[src/hw/tagger_pkg.sv]
package tagger_pkg;

    // Field widths of the raw tag word
    localparam int CHAN_W    = 5;
    localparam int SUBTIME_W = 26;
    localparam int TAGTIME_W = 64;

    // Reserved channel codes, never counted as event channels
    localparam logic [CHAN_W-1:0] WRAP_CODE     = 5'd31;
    localparam logic [CHAN_W-1:0] OVERFLOW_CODE = 5'd30;

    // Raw word as it leaves the link decoder
    typedef struct packed {
        logic [CHAN_W-1:0]    channel;
        logic                 rising;
        logic [SUBTIME_W-1:0] subtime;
    } tag_word_t;

    // Kinds of words that go past the decoder
    typedef enum logic [1:0] {
        KIND_EVENT = 2'd0,
        KIND_WRAP  = 2'd1
    } tag_kind_t;

    // Decoder output, 34 bits
    typedef struct packed {
        tag_kind_t            kind;
        logic [CHAN_W-1:0]    channel;
        logic                 rising;
        logic [SUBTIME_W-1:0] subtime;
    } decoded_tag_t;

    // Extender output, 70 bits
    typedef struct packed {
        logic [CHAN_W-1:0]    channel;
        logic                 rising;
        logic [TAGTIME_W-1:0] tagtime;
    } timed_tag_t;

endpackage

[src/hw/pipe_stage.sv]
`timescale 1ns/1ns

module pipe_stage #(
    parameter type payload_t = logic
) (
    input  logic     sys_clk,
    input  logic     sys_clk_rst,

    input  logic     in_valid_i,
    output logic     in_ready_o,
    input  payload_t in_data_i,

    output logic     out_valid_o,
    input  logic     out_ready_i,
    output payload_t out_data_o
);

    logic     full_q;
    payload_t data_q;

    // Take a new beat when empty or when the held beat leaves now
    assign in_ready_o = !full_q || out_ready_i;

    always_ff @(posedge sys_clk) begin
        if (sys_clk_rst) begin
            full_q <= 1'b0;
        end else if (in_ready_o) begin
            full_q <= in_valid_i;
        end
    end

    // Payload register only loads on an input handshake
    always_ff @(posedge sys_clk) begin
        if (in_valid_i && in_ready_o) begin
            data_q <= in_data_i;
        end
    end

    assign out_valid_o = full_q;
    assign out_data_o  = data_q;

endmodule

[src/hw/tag_decoder.sv]
`timescale 1ns/1ns

module tag_decoder #(
    parameter int NUM_CHANNELS = 8
) (
    input  logic                     sys_clk,
    input  logic                     sys_clk_rst,

    input  logic                     in_valid_i,
    output logic                     in_ready_o,
    input  tagger_pkg::tag_word_t    in_word_i,

    output logic                     out_valid_o,
    input  logic                     out_ready_i,
    output tagger_pkg::decoded_tag_t out_tag_o,

    output logic                     overflow_o,
    output logic [15:0]              invalid_count_o
);

    logic        is_wrap;
    logic        is_overflow;
    logic        is_invalid;
    logic        forward;
    logic        accept;
    logic        overflow_q;
    logic [15:0] invalid_count_q;

    // Classify by channel code
    always_comb begin
        is_wrap     = in_word_i.channel == tagger_pkg::WRAP_CODE;
        is_overflow = in_word_i.channel == tagger_pkg::OVERFLOW_CODE;
        is_invalid  = !is_wrap && !is_overflow &&
                      (int'(in_word_i.channel) >= NUM_CHANNELS);
        forward     = !is_overflow && !is_invalid;
    end

    // Dropped words are swallowed here, so downstream is not involved
    assign in_ready_o  = forward ? out_ready_i : 1'b1;
    assign out_valid_o = in_valid_i && forward;
    assign accept      = in_valid_i && in_ready_o;

    always_comb begin
        out_tag_o.kind    = is_wrap ? tagger_pkg::KIND_WRAP : tagger_pkg::KIND_EVENT;
        out_tag_o.channel = in_word_i.channel;
        out_tag_o.rising  = in_word_i.rising;
        out_tag_o.subtime = in_word_i.subtime;
    end

    always_ff @(posedge sys_clk) begin
        if (sys_clk_rst) begin
            overflow_q      <= 1'b0;
            invalid_count_q <= '0;
        end else if (accept) begin
            // Sticky until the next reset
            if (is_overflow) begin
                overflow_q <= 1'b1;
            end
            // Saturates at all ones
            if (is_invalid && invalid_count_q != '1) begin
                invalid_count_q <= invalid_count_q + 16'd1;
            end
        end
    end

    assign overflow_o      = overflow_q;
    assign invalid_count_o = invalid_count_q;

endmodule

[src/hw/tag_time_extender.sv]
`timescale 1ns/1ns

module tag_time_extender (
    input  logic                     sys_clk,
    input  logic                     sys_clk_rst,

    input  logic                     in_valid_i,
    output logic                     in_ready_o,
    input  tagger_pkg::decoded_tag_t in_tag_i,

    output logic                     out_valid_o,
    input  logic                     out_ready_i,
    output tagger_pkg::timed_tag_t   out_tag_o
);

    // Wrap count fills the tagtime bits above the subtime
    localparam int WRAP_W = tagger_pkg::TAGTIME_W - tagger_pkg::SUBTIME_W;

    logic              is_wrap;
    logic [WRAP_W-1:0] wrap_cnt_q;

    assign is_wrap = in_tag_i.kind == tagger_pkg::KIND_WRAP;

    // Wrap words end here and never wait on downstream
    assign in_ready_o  = is_wrap ? 1'b1 : out_ready_i;
    assign out_valid_o = in_valid_i && !is_wrap;

    always_ff @(posedge sys_clk) begin
        if (sys_clk_rst) begin
            wrap_cnt_q <= '0;
        end else if (in_valid_i && is_wrap) begin
            wrap_cnt_q <= wrap_cnt_q + 1'b1;
        end
    end

    // Event time is wrap count times 2^SUBTIME_W plus subtime
    always_comb begin
        out_tag_o.channel = in_tag_i.channel;
        out_tag_o.rising  = in_tag_i.rising;
        out_tag_o.tagtime = {wrap_cnt_q, in_tag_i.subtime};
    end

endmodule

[src/hw/channel_counters.sv]
`timescale 1ns/1ns

module channel_counters #(
    parameter int NUM_CHANNELS = 8,
    parameter int CNT_W        = 16
) (
    input  logic                          sys_clk,
    input  logic                          sys_clk_rst,

    // Output handshake of the event stream
    input  logic                          evt_valid_i,
    input  logic [tagger_pkg::CHAN_W-1:0] evt_channel_i,
    input  logic                          evt_rising_i,

    input  logic                          clear_i,
    input  logic [tagger_pkg::CHAN_W-1:0] rd_addr_i,
    output logic [CNT_W-1:0]              rd_data_o
);

    logic [CNT_W-1:0] cnt_q [NUM_CHANNELS];
    logic [CNT_W-1:0] rd_mux;
    logic [CNT_W-1:0] rd_data_q;

    // One wrapping counter per channel
    always_ff @(posedge sys_clk) begin
        if (sys_clk_rst || clear_i) begin
            // Clear wins over a count on the same edge
            for (int i = 0; i < NUM_CHANNELS; i++) begin
                cnt_q[i] <= '0;
            end
        end else if (evt_valid_i && evt_rising_i) begin
            for (int i = 0; i < NUM_CHANNELS; i++) begin
                if (int'(evt_channel_i) == i) begin
                    cnt_q[i] <= cnt_q[i] + 1'b1;
                end
            end
        end
    end

    // Addresses past the last channel fall through to zero
    always_comb begin
        rd_mux = '0;
        for (int i = 0; i < NUM_CHANNELS; i++) begin
            if (int'(rd_addr_i) == i) begin
                rd_mux = cnt_q[i];
            end
        end
    end

    // Read data one cycle after the address
    always_ff @(posedge sys_clk) begin
        if (sys_clk_rst) begin
            rd_data_q <= '0;
        end else begin
            rd_data_q <= rd_mux;
        end
    end

    assign rd_data_o = rd_data_q;

endmodule

[src/hw/tag_pipeline_top.sv]
`timescale 1ns/1ns

module tag_pipeline_top #(
    parameter int NUM_CHANNELS = 8,
    parameter int CNT_W        = 16
) (
    input  logic             sys_clk,
    input  logic             sys_clk_rst,

    // Raw tag words from the link decoder
    input  logic             s_valid_i,
    output logic             s_ready_o,
    input  logic [31:0]      s_data_i,

    // Timed events
    output logic             m_valid_o,
    input  logic             m_ready_i,
    output logic [4:0]       m_channel_o,
    output logic             m_rising_o,
    output logic [63:0]      m_tagtime_o,

    // Counter read port
    input  logic [4:0]       cnt_addr_i,
    input  logic             cnt_clear_i,
    output logic [CNT_W-1:0] cnt_data_o,

    output logic             overflow_o,
    output logic [15:0]      invalid_count_o
);

    logic                     dec_valid;
    logic                     dec_ready;
    tagger_pkg::decoded_tag_t dec_tag;

    logic                     ext_in_valid;
    logic                     ext_in_ready;
    tagger_pkg::decoded_tag_t ext_in_tag;

    logic                     ext_valid;
    logic                     ext_ready;
    tagger_pkg::timed_tag_t   ext_tag;

    tagger_pkg::timed_tag_t   out_tag;
    logic                     out_fire;

    tag_decoder #(
        .NUM_CHANNELS(NUM_CHANNELS)
    ) tag_decoder_inst (
        .sys_clk         (sys_clk),
        .sys_clk_rst     (sys_clk_rst),
        .in_valid_i      (s_valid_i),
        .in_ready_o      (s_ready_o),
        .in_word_i       (tagger_pkg::tag_word_t'(s_data_i)),
        .out_valid_o     (dec_valid),
        .out_ready_i     (dec_ready),
        .out_tag_o       (dec_tag),
        .overflow_o      (overflow_o),
        .invalid_count_o (invalid_count_o)
    );

    pipe_stage #(
        .payload_t(tagger_pkg::decoded_tag_t)
    ) dec_stage (
        .sys_clk     (sys_clk),
        .sys_clk_rst (sys_clk_rst),
        .in_valid_i  (dec_valid),
        .in_ready_o  (dec_ready),
        .in_data_i   (dec_tag),
        .out_valid_o (ext_in_valid),
        .out_ready_i (ext_in_ready),
        .out_data_o  (ext_in_tag)
    );

    tag_time_extender tag_time_extender_inst (
        .sys_clk     (sys_clk),
        .sys_clk_rst (sys_clk_rst),
        .in_valid_i  (ext_in_valid),
        .in_ready_o  (ext_in_ready),
        .in_tag_i    (ext_in_tag),
        .out_valid_o (ext_valid),
        .out_ready_i (ext_ready),
        .out_tag_o   (ext_tag)
    );

    pipe_stage #(
        .payload_t(tagger_pkg::timed_tag_t)
    ) out_stage (
        .sys_clk     (sys_clk),
        .sys_clk_rst (sys_clk_rst),
        .in_valid_i  (ext_valid),
        .in_ready_o  (ext_ready),
        .in_data_i   (ext_tag),
        .out_valid_o (m_valid_o),
        .out_ready_i (m_ready_i),
        .out_data_o  (out_tag)
    );

    assign m_channel_o = out_tag.channel;
    assign m_rising_o  = out_tag.rising;
    assign m_tagtime_o = out_tag.tagtime;

    // Counters see only beats that actually leave the design
    assign out_fire = m_valid_o && m_ready_i;

    channel_counters #(
        .NUM_CHANNELS(NUM_CHANNELS),
        .CNT_W       (CNT_W)
    ) channel_counters_inst (
        .sys_clk       (sys_clk),
        .sys_clk_rst   (sys_clk_rst),
        .evt_valid_i   (out_fire),
        .evt_channel_i (out_tag.channel),
        .evt_rising_i  (out_tag.rising),
        .clear_i       (cnt_clear_i),
        .rd_addr_i     (cnt_addr_i),
        .rd_data_o     (cnt_data_o)
    );

endmodule

[config.mk]
export PLATFORM = sky130hd
export DESIGN_NAME = tag_pipeline_top
export DESIGN_NICKNAME = d
export VERILOG_FILES = /design/src/hw/tagger_pkg.sv /design/src/hw/pipe_stage.sv /design/src/hw/tag_decoder.sv /design/src/hw/tag_time_extender.sv /design/src/hw/channel_counters.sv /design/src/hw/tag_pipeline_top.sv
export SDC_FILE = /design/constraint.sdc
export NUM_CORES = 1
export LEC_CHECK = 0
export BUFFER_PORTS_ARGS = -buffer_cell sky130_fd_sc_hd__buf_2
export CAP_MARGIN = 15
export CORE_MARGIN = 5
export CORE_UTILIZATION = 35
export DETAILED_ROUTE_END_ITERATION = 16
export GPL_TIMING_DRIVEN = 0
export PLACE_DENSITY = 0.58
export SYNTH_ARGS = -nofsm -noshare
export SYNTH_HDL_FRONTEND = slang
export SYNTH_SLANG_ARGS = --single-unit
[constraint.sdc]
create_clock -name sys_clk -period 13.8 [get_ports sys_clk]
set_input_delay 3.45 -clock sys_clk [delete_from_list [all_inputs] [get_ports sys_clk]]
set_output_delay 3.45 -clock sys_clk [all_outputs]
set_load 0.02 [all_outputs]
==> metrics.md, run 1 <==
| Metric | Value |
|---|---|
| GRT Max-Usage Layer | `met2` |
| GRT met1 Usage | `0.224` |
| Multi-input combinational cell area | `5680 um^2` |
| Met3 usage | `0.0478` |
| Worst Path Required | `10.35 ns` |
| Grt total ovfl | `0` |
| DIE AREA | `45400 um^2` |
| Pwr Total | `2.06 mW` |
| Setup crit start kind | `input port` |
| Via-per-instance ratio | `5.37` |
| DRT Wirelength | `around 38000 um` |
| Starting Density | `0.353` |
| Avg Inst Size Synth | `11.1 um^2` |
| Placed inst area | `roughly 16000 um^2` |
| Tightest Pin Transition | `between 1 and 1.5 ns` |
| Max Fclk | `around 130 MHz` |
| WP data arrival | `~4.3 ns` |
| Min Clock Period, post-route | `slightly below 8 ns` |
| Library cells used by synthesis | `55` |
| # rows | `74` |
| Commonest cells after routing, fill and taps aside | `edfxtp_1, buf_2, nor2_1` |
| DR vias | `11034` |
| Internal power | `~1.6 mW` |
| Setup TNS | `0 ns` |
| Yosys reg bits | `~300` |
| WHS | `between 0.4 and 0.5 ns` |
| WL/cell | `approximately 19 um` |
| Yosys warnings | `0` |
| First-pass GRT wire length | `roughly 60000 um` |
| Hold crit path type | `reg -> reg` |
| Sw Pwr | `between 0.4 and 0.5 mW` |
| Seq. cell area | `about 8400 um^2` |
| CP Class | `in -> out` |
| Final setup viols | `0` |
| Postcts setup bufs | `0` |
| Post-synth design cell area | `14400 um^2` |
| GRT met2 Usage | `0.254` |
| Clk pin slew, worst setup/hold paths | `roughly 0.06 ns` |
| Core ar. | `about 40000 um^2` |
| Total CTS buffers | `35` |
| Sw Share | `0.226` |
| Post-route DRC | `0` |
| Post-synthesis sequential area ratio | `0.582` |
| Sequential power share | `0.506` |
| Synth Instances | `1304` |
| Fin util | `0.419` |
| Die W | `~210 um` |
| Clock Skew | `approximately 0.014 ns` |
| Worst path cell trace | `buf_2, and4_4, o2bb2ai_1, nand2_1, buf_2` |
| Total track usage | `0.165` |
| Layout cells sized above 1 | `0.162` |
| Final slew viol count | `0` |
| Ant diodes | `0` |
| Clock Path Buffers | `3` |
| Unrepaired setup endpoints after global routing | `no` |
| First-pass detailed-route iteration total | `5` |
| FILL cells | `roughly 3900` |
| FF-to-FF setup slack | `around 11 ns` |
| CP max FO | `6` |
| Maxcap violations | `0` |
| Main synth FF type | `edfxtp_1` |
| Design area | `approximately 17000 um^2` |
| Clock power share | `0.450` |
| CTS tree | `built` |
| Worst setup path start | `s_data_i[31]` |
| H-tree Lvls | `2` |
| Clk_lat worst skew | `0.54 ns` |
| Vias in the first global route | `10626` |
| DRC marker count from the first detailed-route iteration | `between 800 and 900` |
| Synth async-reset ratio | `0` |
| CTS root buf | `clkbuf_16` |
| Crit-path most repeated cell | `buf_2` |
| Max incr delay on CP | `approximately 0.27 ns` |
| Hold_sp | `dec_stage.out_data_o[17]$_DFFE_PP_` |
| Reg2reg start | `out_stage.out_data_o[68]$_DFFE_PP_` |
| Num ports | `147` |
| Gpl congestion | `around 0.86` |
| Crit-path slowest cell | `and4_4` |
| Largest net degree at the start of global routing | `34` |
| Clk sinks | `between 300 and 400` |
| Post-synth EDFFs | `~230` |
| Power density over the cells | `120 nW/um^2` |
| Cts repair resizes | `0` |
| Max VDD drop | `roughly 0.1 mV` |
| I/O Buffers | `~150` |
| Leakage | `around 5.7 nW` |
| Area added between synthesis and finish | `18.6%` |
| Final period utilization | `0.558` |
| Detail Placement HPWL | `about 28000 um` |
| Final hold vios | `0` |
| Die Ht | `213 um` |
| Final ANT Viol Nets | `0` |
| Number of nets in the layout | `~1500` |
| Cts hold-fix bufs | `0` |
| Initial antenna violation count | `2` |
| Slew Limit Headroom | `0.282` |
| Commonest non-fill, non-tap cell in the layout | `edfxtp_1` |
| Syn_nets | `approximately 1400` |
| Setup crit end kind | `primary output` |
| Gate power share | `0.044` |
| Outcome | `complete, no violations` |
==> metrics by stage <==
| stage | instances | setup slack, ns |
|---|---|---|
| after floorplan | 1304 | 6.35 |
| after global placement | 1981 | 4.91 |
| after detailed placement | 1989 | 6.09 |
| after CTS | 2053 | 6.08 |
| after global routing | 2053 | 5.99 |
| final | 2053 | 6.09 |
==> logic make-up (layout without fill, tap and decap cells) <==
logic type	count (synthesis)	after routing	share of synthesized area
xor+xnor	98	98	0.0595
flops	304	304	0.582
simple gates	521	521	0.197
fa+ha+maj	10	10	0.00867
compound gates	256	256	0.114
mux	16	16	0.0125
buf+inv	99	316	0.0269
==> state kept, by name, indices dropped and copies added, names as in the netlist <==
name / cells
tag_decoder_inst.invalid_count_o: 16
dec_stage.out_data_o: 33
channel_counters_inst.rd_data_o: 16
out_stage.out_data_o: 70
channel_counters_inst.cnt_q: 128
dec_stage.out_valid_o: 1
out_stage.out_valid_o: 1
tag_time_extender_inst.wrap_cnt_q: 38
tag_decoder_inst.overflow_o: 1
==> synth_stat cells (2+ instances only) <==
cell type / number / share of area
nor2_1: 126 / 0.033
o41ai_1: 2 / 0.0012
inv_1: 22 / 0.0057
and3_1: 19 / 0.0082
a22oi_1: 13 / 0.0068
or3_1: 31 / 0.013
buf_2: 12 / 0.0042
o211ai_1: 2 / 0.0010
mux2_2: 16 / 0.012
buf_1: 4 / 0.0010
nor3_1: 14 / 0.0049
edfxtp_1: 231 / 0.48
xnor2_1: 45 / 0.027
or2_2: 2 / 0.00087
o21ai_0: 49 / 0.017
a21oi_1: 81 / 0.028
nand3_1: 76 / 0.026
nor2b_1: 19 / 0.0082
clkbuf_1: 60 / 0.016
a22o_1: 17 / 0.010
nor4_1: 16 / 0.0069
and2_1: 10 / 0.0043
nand2b_1: 19 / 0.0082
nand2_1: 60 / 0.016
o31a_1: 14 / 0.0085
dfxtp_1: 73 / 0.10
ha_1: 10 / 0.0087
xor2_1: 53 / 0.032
o31ai_1: 39 / 0.020
nor4b_1: 2 / 0.0012
a221oi_1: 3 / 0.0018
or4_1: 43 / 0.022
and4_1: 18 / 0.011
or3b_2: 2 / 0.0012
o221ai_1: 15 / 0.0091
o22ai_1: 16 / 0.0069
nand4_1: 52 / 0.023
==> critical path, delay by kind of cell <==
family          cells  cell delay [ns]
simple gates        2             0.35
buf+inv             2             0.30
compound gates      1             0.16
==> power by group through the flow <==
stage | Clock (mW) | Combinational [mW] | Sequential, mW
2_1_floorplan | 0 | 0.0540 | 1.05
3_3_place_gp | 0 | 0.0867 | 1.06
3_5_place_dp | 0 | 0.0903 | 1.06
4_1_cts | 0.952 | 0.0909 | 1.04
5_1_grt | 0.985 | 0.0992 | 1.04
6_report | 0.924 | 0.0909 | 1.04
==> final cells by class <==
| class | instances | area share |
|---|---|---|
| Sequential cell | 304 | 0.491 |
| Clock inverter | 8 | 0.00490 |
| Multi-Input combinational cell | 901 | 0.332 |
| Tap cell | 532 | 0.0389 |
| Clock buffer | 56 | 0.0618 |
| Inverter | 22 | 0.00483 |
| Timing Repair Buffer | 153 | 0.0489 |
| Buffer | 77 | 0.0178 |
==> layer usage <==
layer  up-vias  share of wire
met1      5214           0.44
met4         4          0.033
li1       5364              -
met3        94          0.084
met5         -        0.00055
met2       358           0.44
==> final timing paths <==
check | end | cells after the start
setup / recovery | s_ready_o | 5
hold / removal | out_stage.out_data_o[17]$_DFFE_PP_ | 0
setup reg to reg | channel_counters_inst.cnt_q[0][20]$_SDFFCE_PN0P_ | 6
hold reg to reg | out_stage.out_data_o[17]$_DFFE_PP_ | 0
Note: power is estimated with default switching activity, not from simulation.
==> inputs of run 2 (changes only) <==
--- a/config.mk
+++ b/config.mk
@@ -11,7 +11,7 @@
 export CORE_UTILIZATION = 35
 export DETAILED_ROUTE_END_ITERATION = 16
 export GPL_TIMING_DRIVEN = 0
-export PLACE_DENSITY = 0.58
+export PLACE_DENSITY = 0.6
 export SYNTH_ARGS = -nofsm -noshare
 export SYNTH_HDL_FRONTEND = slang
 export SYNTH_SLANG_ARGS = --single-unit
==> constraint.sdc (replaced) <==
create_clock -name sys_clk -period 6.55 [get_ports sys_clk]
set_input_delay 1.6375 -clock sys_clk [delete_from_list [all_inputs] [get_ports sys_clk]]
set_output_delay 1.6375 -clock sys_clk [all_outputs]
set_load 0.02 [all_outputs]
==> run 2 against run 1 <==
Critical path depth unchanged. Flip-flop and latch count unchanged. Design area decreased by 0.15%.
==> metrics.md, run 2 (synthesis gave the netlist of run 1 again) <==
| Metric | Value |
|---|---|
| Power density over the cells | `approximately 250 nW/um^2` |
| Detail Placement HPWL | `27500 um` |
| Leakage | `about 5.7 nW` |
| Worst setup path start | `m_ready_i` |
| Max VDD drop | `roughly 0.17 mV` |
| Final ANT Viol Nets | `0` |
| Min Clock Period, post-route | `~4.1 ns` |
| Final hold vios | `0` |
| Crit-path slowest cell | `nor2_1` |
| Num ports | `147` |
| Hold_sp | `dec_stage.out_data_o[4]$_DFFE_PP_` |
| DRT Wirelength | `between 30000 and 40000 um` |
| # rows | `74` |
| Setup crit end kind | `primary output` |
| CTS tree | `built` |
| Unrepaired setup endpoints after global routing | `no` |
| Worst Path Required | `a little under 5 ns` |
| Outcome | `complete, no violations` |
| Commonest non-fill, non-tap cell in the layout | `edfxtp_1` |
| FILL cells | `between 3000 and 4000` |
| First-pass GRT wire length | `between 50000 and 60000 um` |
| Max Fclk | `between 200 and 250 MHz` |
| DRC marker count from the first detailed-route iteration | `830` |
| Starting Density | `0.353` |
| Layout cells sized above 1 | `0.160` |
| Largest net degree at the start of global routing | `34` |
| Die Ht | `between 200 and 250 um` |
| WP data arrival | `approximately 2.5 ns` |
| CP max FO | `3` |
| Postcts setup bufs | `0` |
| Max incr delay on CP | `~0.27 ns` |
| Critical path's top delay family | `simple AND/OR/NAND/NOR gates` |
| Maxcap violations | `0` |
| Slew Limit Headroom | `0.296` |
| Buf+Inv Stages, Crit Path | `2` |
| Die W | `between 200 and 250 um` |
| Setup TNS | `0 ns` |
| Placed inst area | `16000 um^2` |
| Clk pin slew, worst setup/hold paths | `roughly 0.06 ns` |
| Total track usage | `0.164` |
| Max reg flops | `about 130` |
| Biggest register | `channel_counters_inst.cnt_q` |
| CP Class | `in -> out` |
| Initial antenna violation count | `7` |
| Commonest cells after routing, fill and taps aside | `edfxtp_1, buf_2, nor2_1` |
| Hold crit path type | `reg -> reg` |
| Vias in the first global route | `10744` |
| H-tree Lvls | `2` |
| Gpl congestion | `between 0.9 and 1` |
| Clk_lat worst skew | `about 0.54 ns` |
| Final period utilization | `0.631` |
| Post-route DRC | `0` |
| Via-per-instance ratio | `~5.4` |
| Cts hold-fix bufs | `0` |
| Number of nets in the layout | `1546` |
| First-pass detailed-route iteration total | `5` |
| DR vias | `about 11000` |
| Final setup viols | `0` |
| Grt total ovfl | `0` |
| Cts repair resizes | `0` |
| Design area | `17100 um^2` |
| Area added between synthesis and finish | `18.4%` |
| Clock Path Buffers | `3` |
| Core ar. | `about 40000 um^2` |
| Reg2reg start | `out_stage.out_data_o[68]$_DFFE_PP_` |
| Tightest Pin Transition | `roughly 1.0 ns` |
| WL/cell | `approximately 19 um` |
| Clk sinks | `slightly above 300` |
| I/O Buffers | `145` |
| Setup crit start kind | `input port` |
| CTS root buf | `clkbuf_16` |
| Clock Skew | `between 0.015 and 0.02 ns` |
| Worst path cell trace | `buf_2, nand2b_1, nor2_1, nand2_1, buf_2` |
| Crit-path most repeated cell | `buf_2` |
| DIE AREA | `between 40000 and 50000 um^2` |
| Final slew viol count | `0` |
| Total CTS buffers | `35` |
[run 2: cell count changes in the layout (fill, tap and decap cells not counted), sizes merged]
cell	delta
clkbuf	-6
clkinvlp	-1
clkinv	+3
bufinv	+2
diode	+2
[run 2: worst paths after layout]
check             slack [ns]                                               end  cells past startpoint
hold reg to reg         0.42                 out_stage.out_data_o[4]$_DFFE_PP_                      0
setup / recovery        2.42                                         s_ready_o                      5
hold / removal          0.42                 out_stage.out_data_o[4]$_DFFE_PP_                      0
setup reg to reg        3.73  channel_counters_inst.cnt_q[0][29]$_SDFFCE_PN0P_                      4
[run 2: cell type report]
cell class	instances	area [um^2]	share of cell area
flip-flops and latches	304	8400	0.492
multi-input cells	901	5680	0.333
clock buffers	50	962	0.0563
repair buffers	153	841	0.0492
well taps	532	666	0.0390
plain buffers	77	305	0.0179
clock inverters	12	144	0.00842
inverters	22	82.6	0.00483
diodes	2	5.00	0.000293
[run 2: layer usage]
metal  track usage  routed length (um)
met5             0                  67
met4        0.0711                1560
met3        0.0501                2920
met2         0.250               16600
met1         0.218               16900
[run 2: worst reg2reg max path: stages, from the launching register on]
cell	delay (ns)
edfxtp_1	0.45
nor4bb_1	0.45
nand3_1	0.49
o31ai_2	0.91
buf_6	0.24
[run 2: where the power goes]
| group | switching (mW) | internal, mW |
|---|---|---|
| Clock | 0.784 | 1.14 |
| Combinational | 0.120 | 0.0724 |
| Sequential | 0.0648 | 2.13 |
| Total | 0.968 | 3.34 |
[run 2: per-stage QoR]
stage | hold slack, ns | instances | total power [mW] | util | worst slack, ns
after floorplan | 0.400 | 1304 | 2.33 | - | 1.16
after global placement | 0.401 | 1981 | 2.41 | 0.388 | -0.515
after detailed placement | 0.405 | 1989 | 2.42 | 0.391 | 2.43
after CTS | 0.417 | 2051 | 4.36 | 0.418 | 2.42
after global routing | 0.423 | 2052 | 4.47 | 0.418 | 2.34
final | 0.417 | 2053 | 4.31 | 0.418 | 2.42
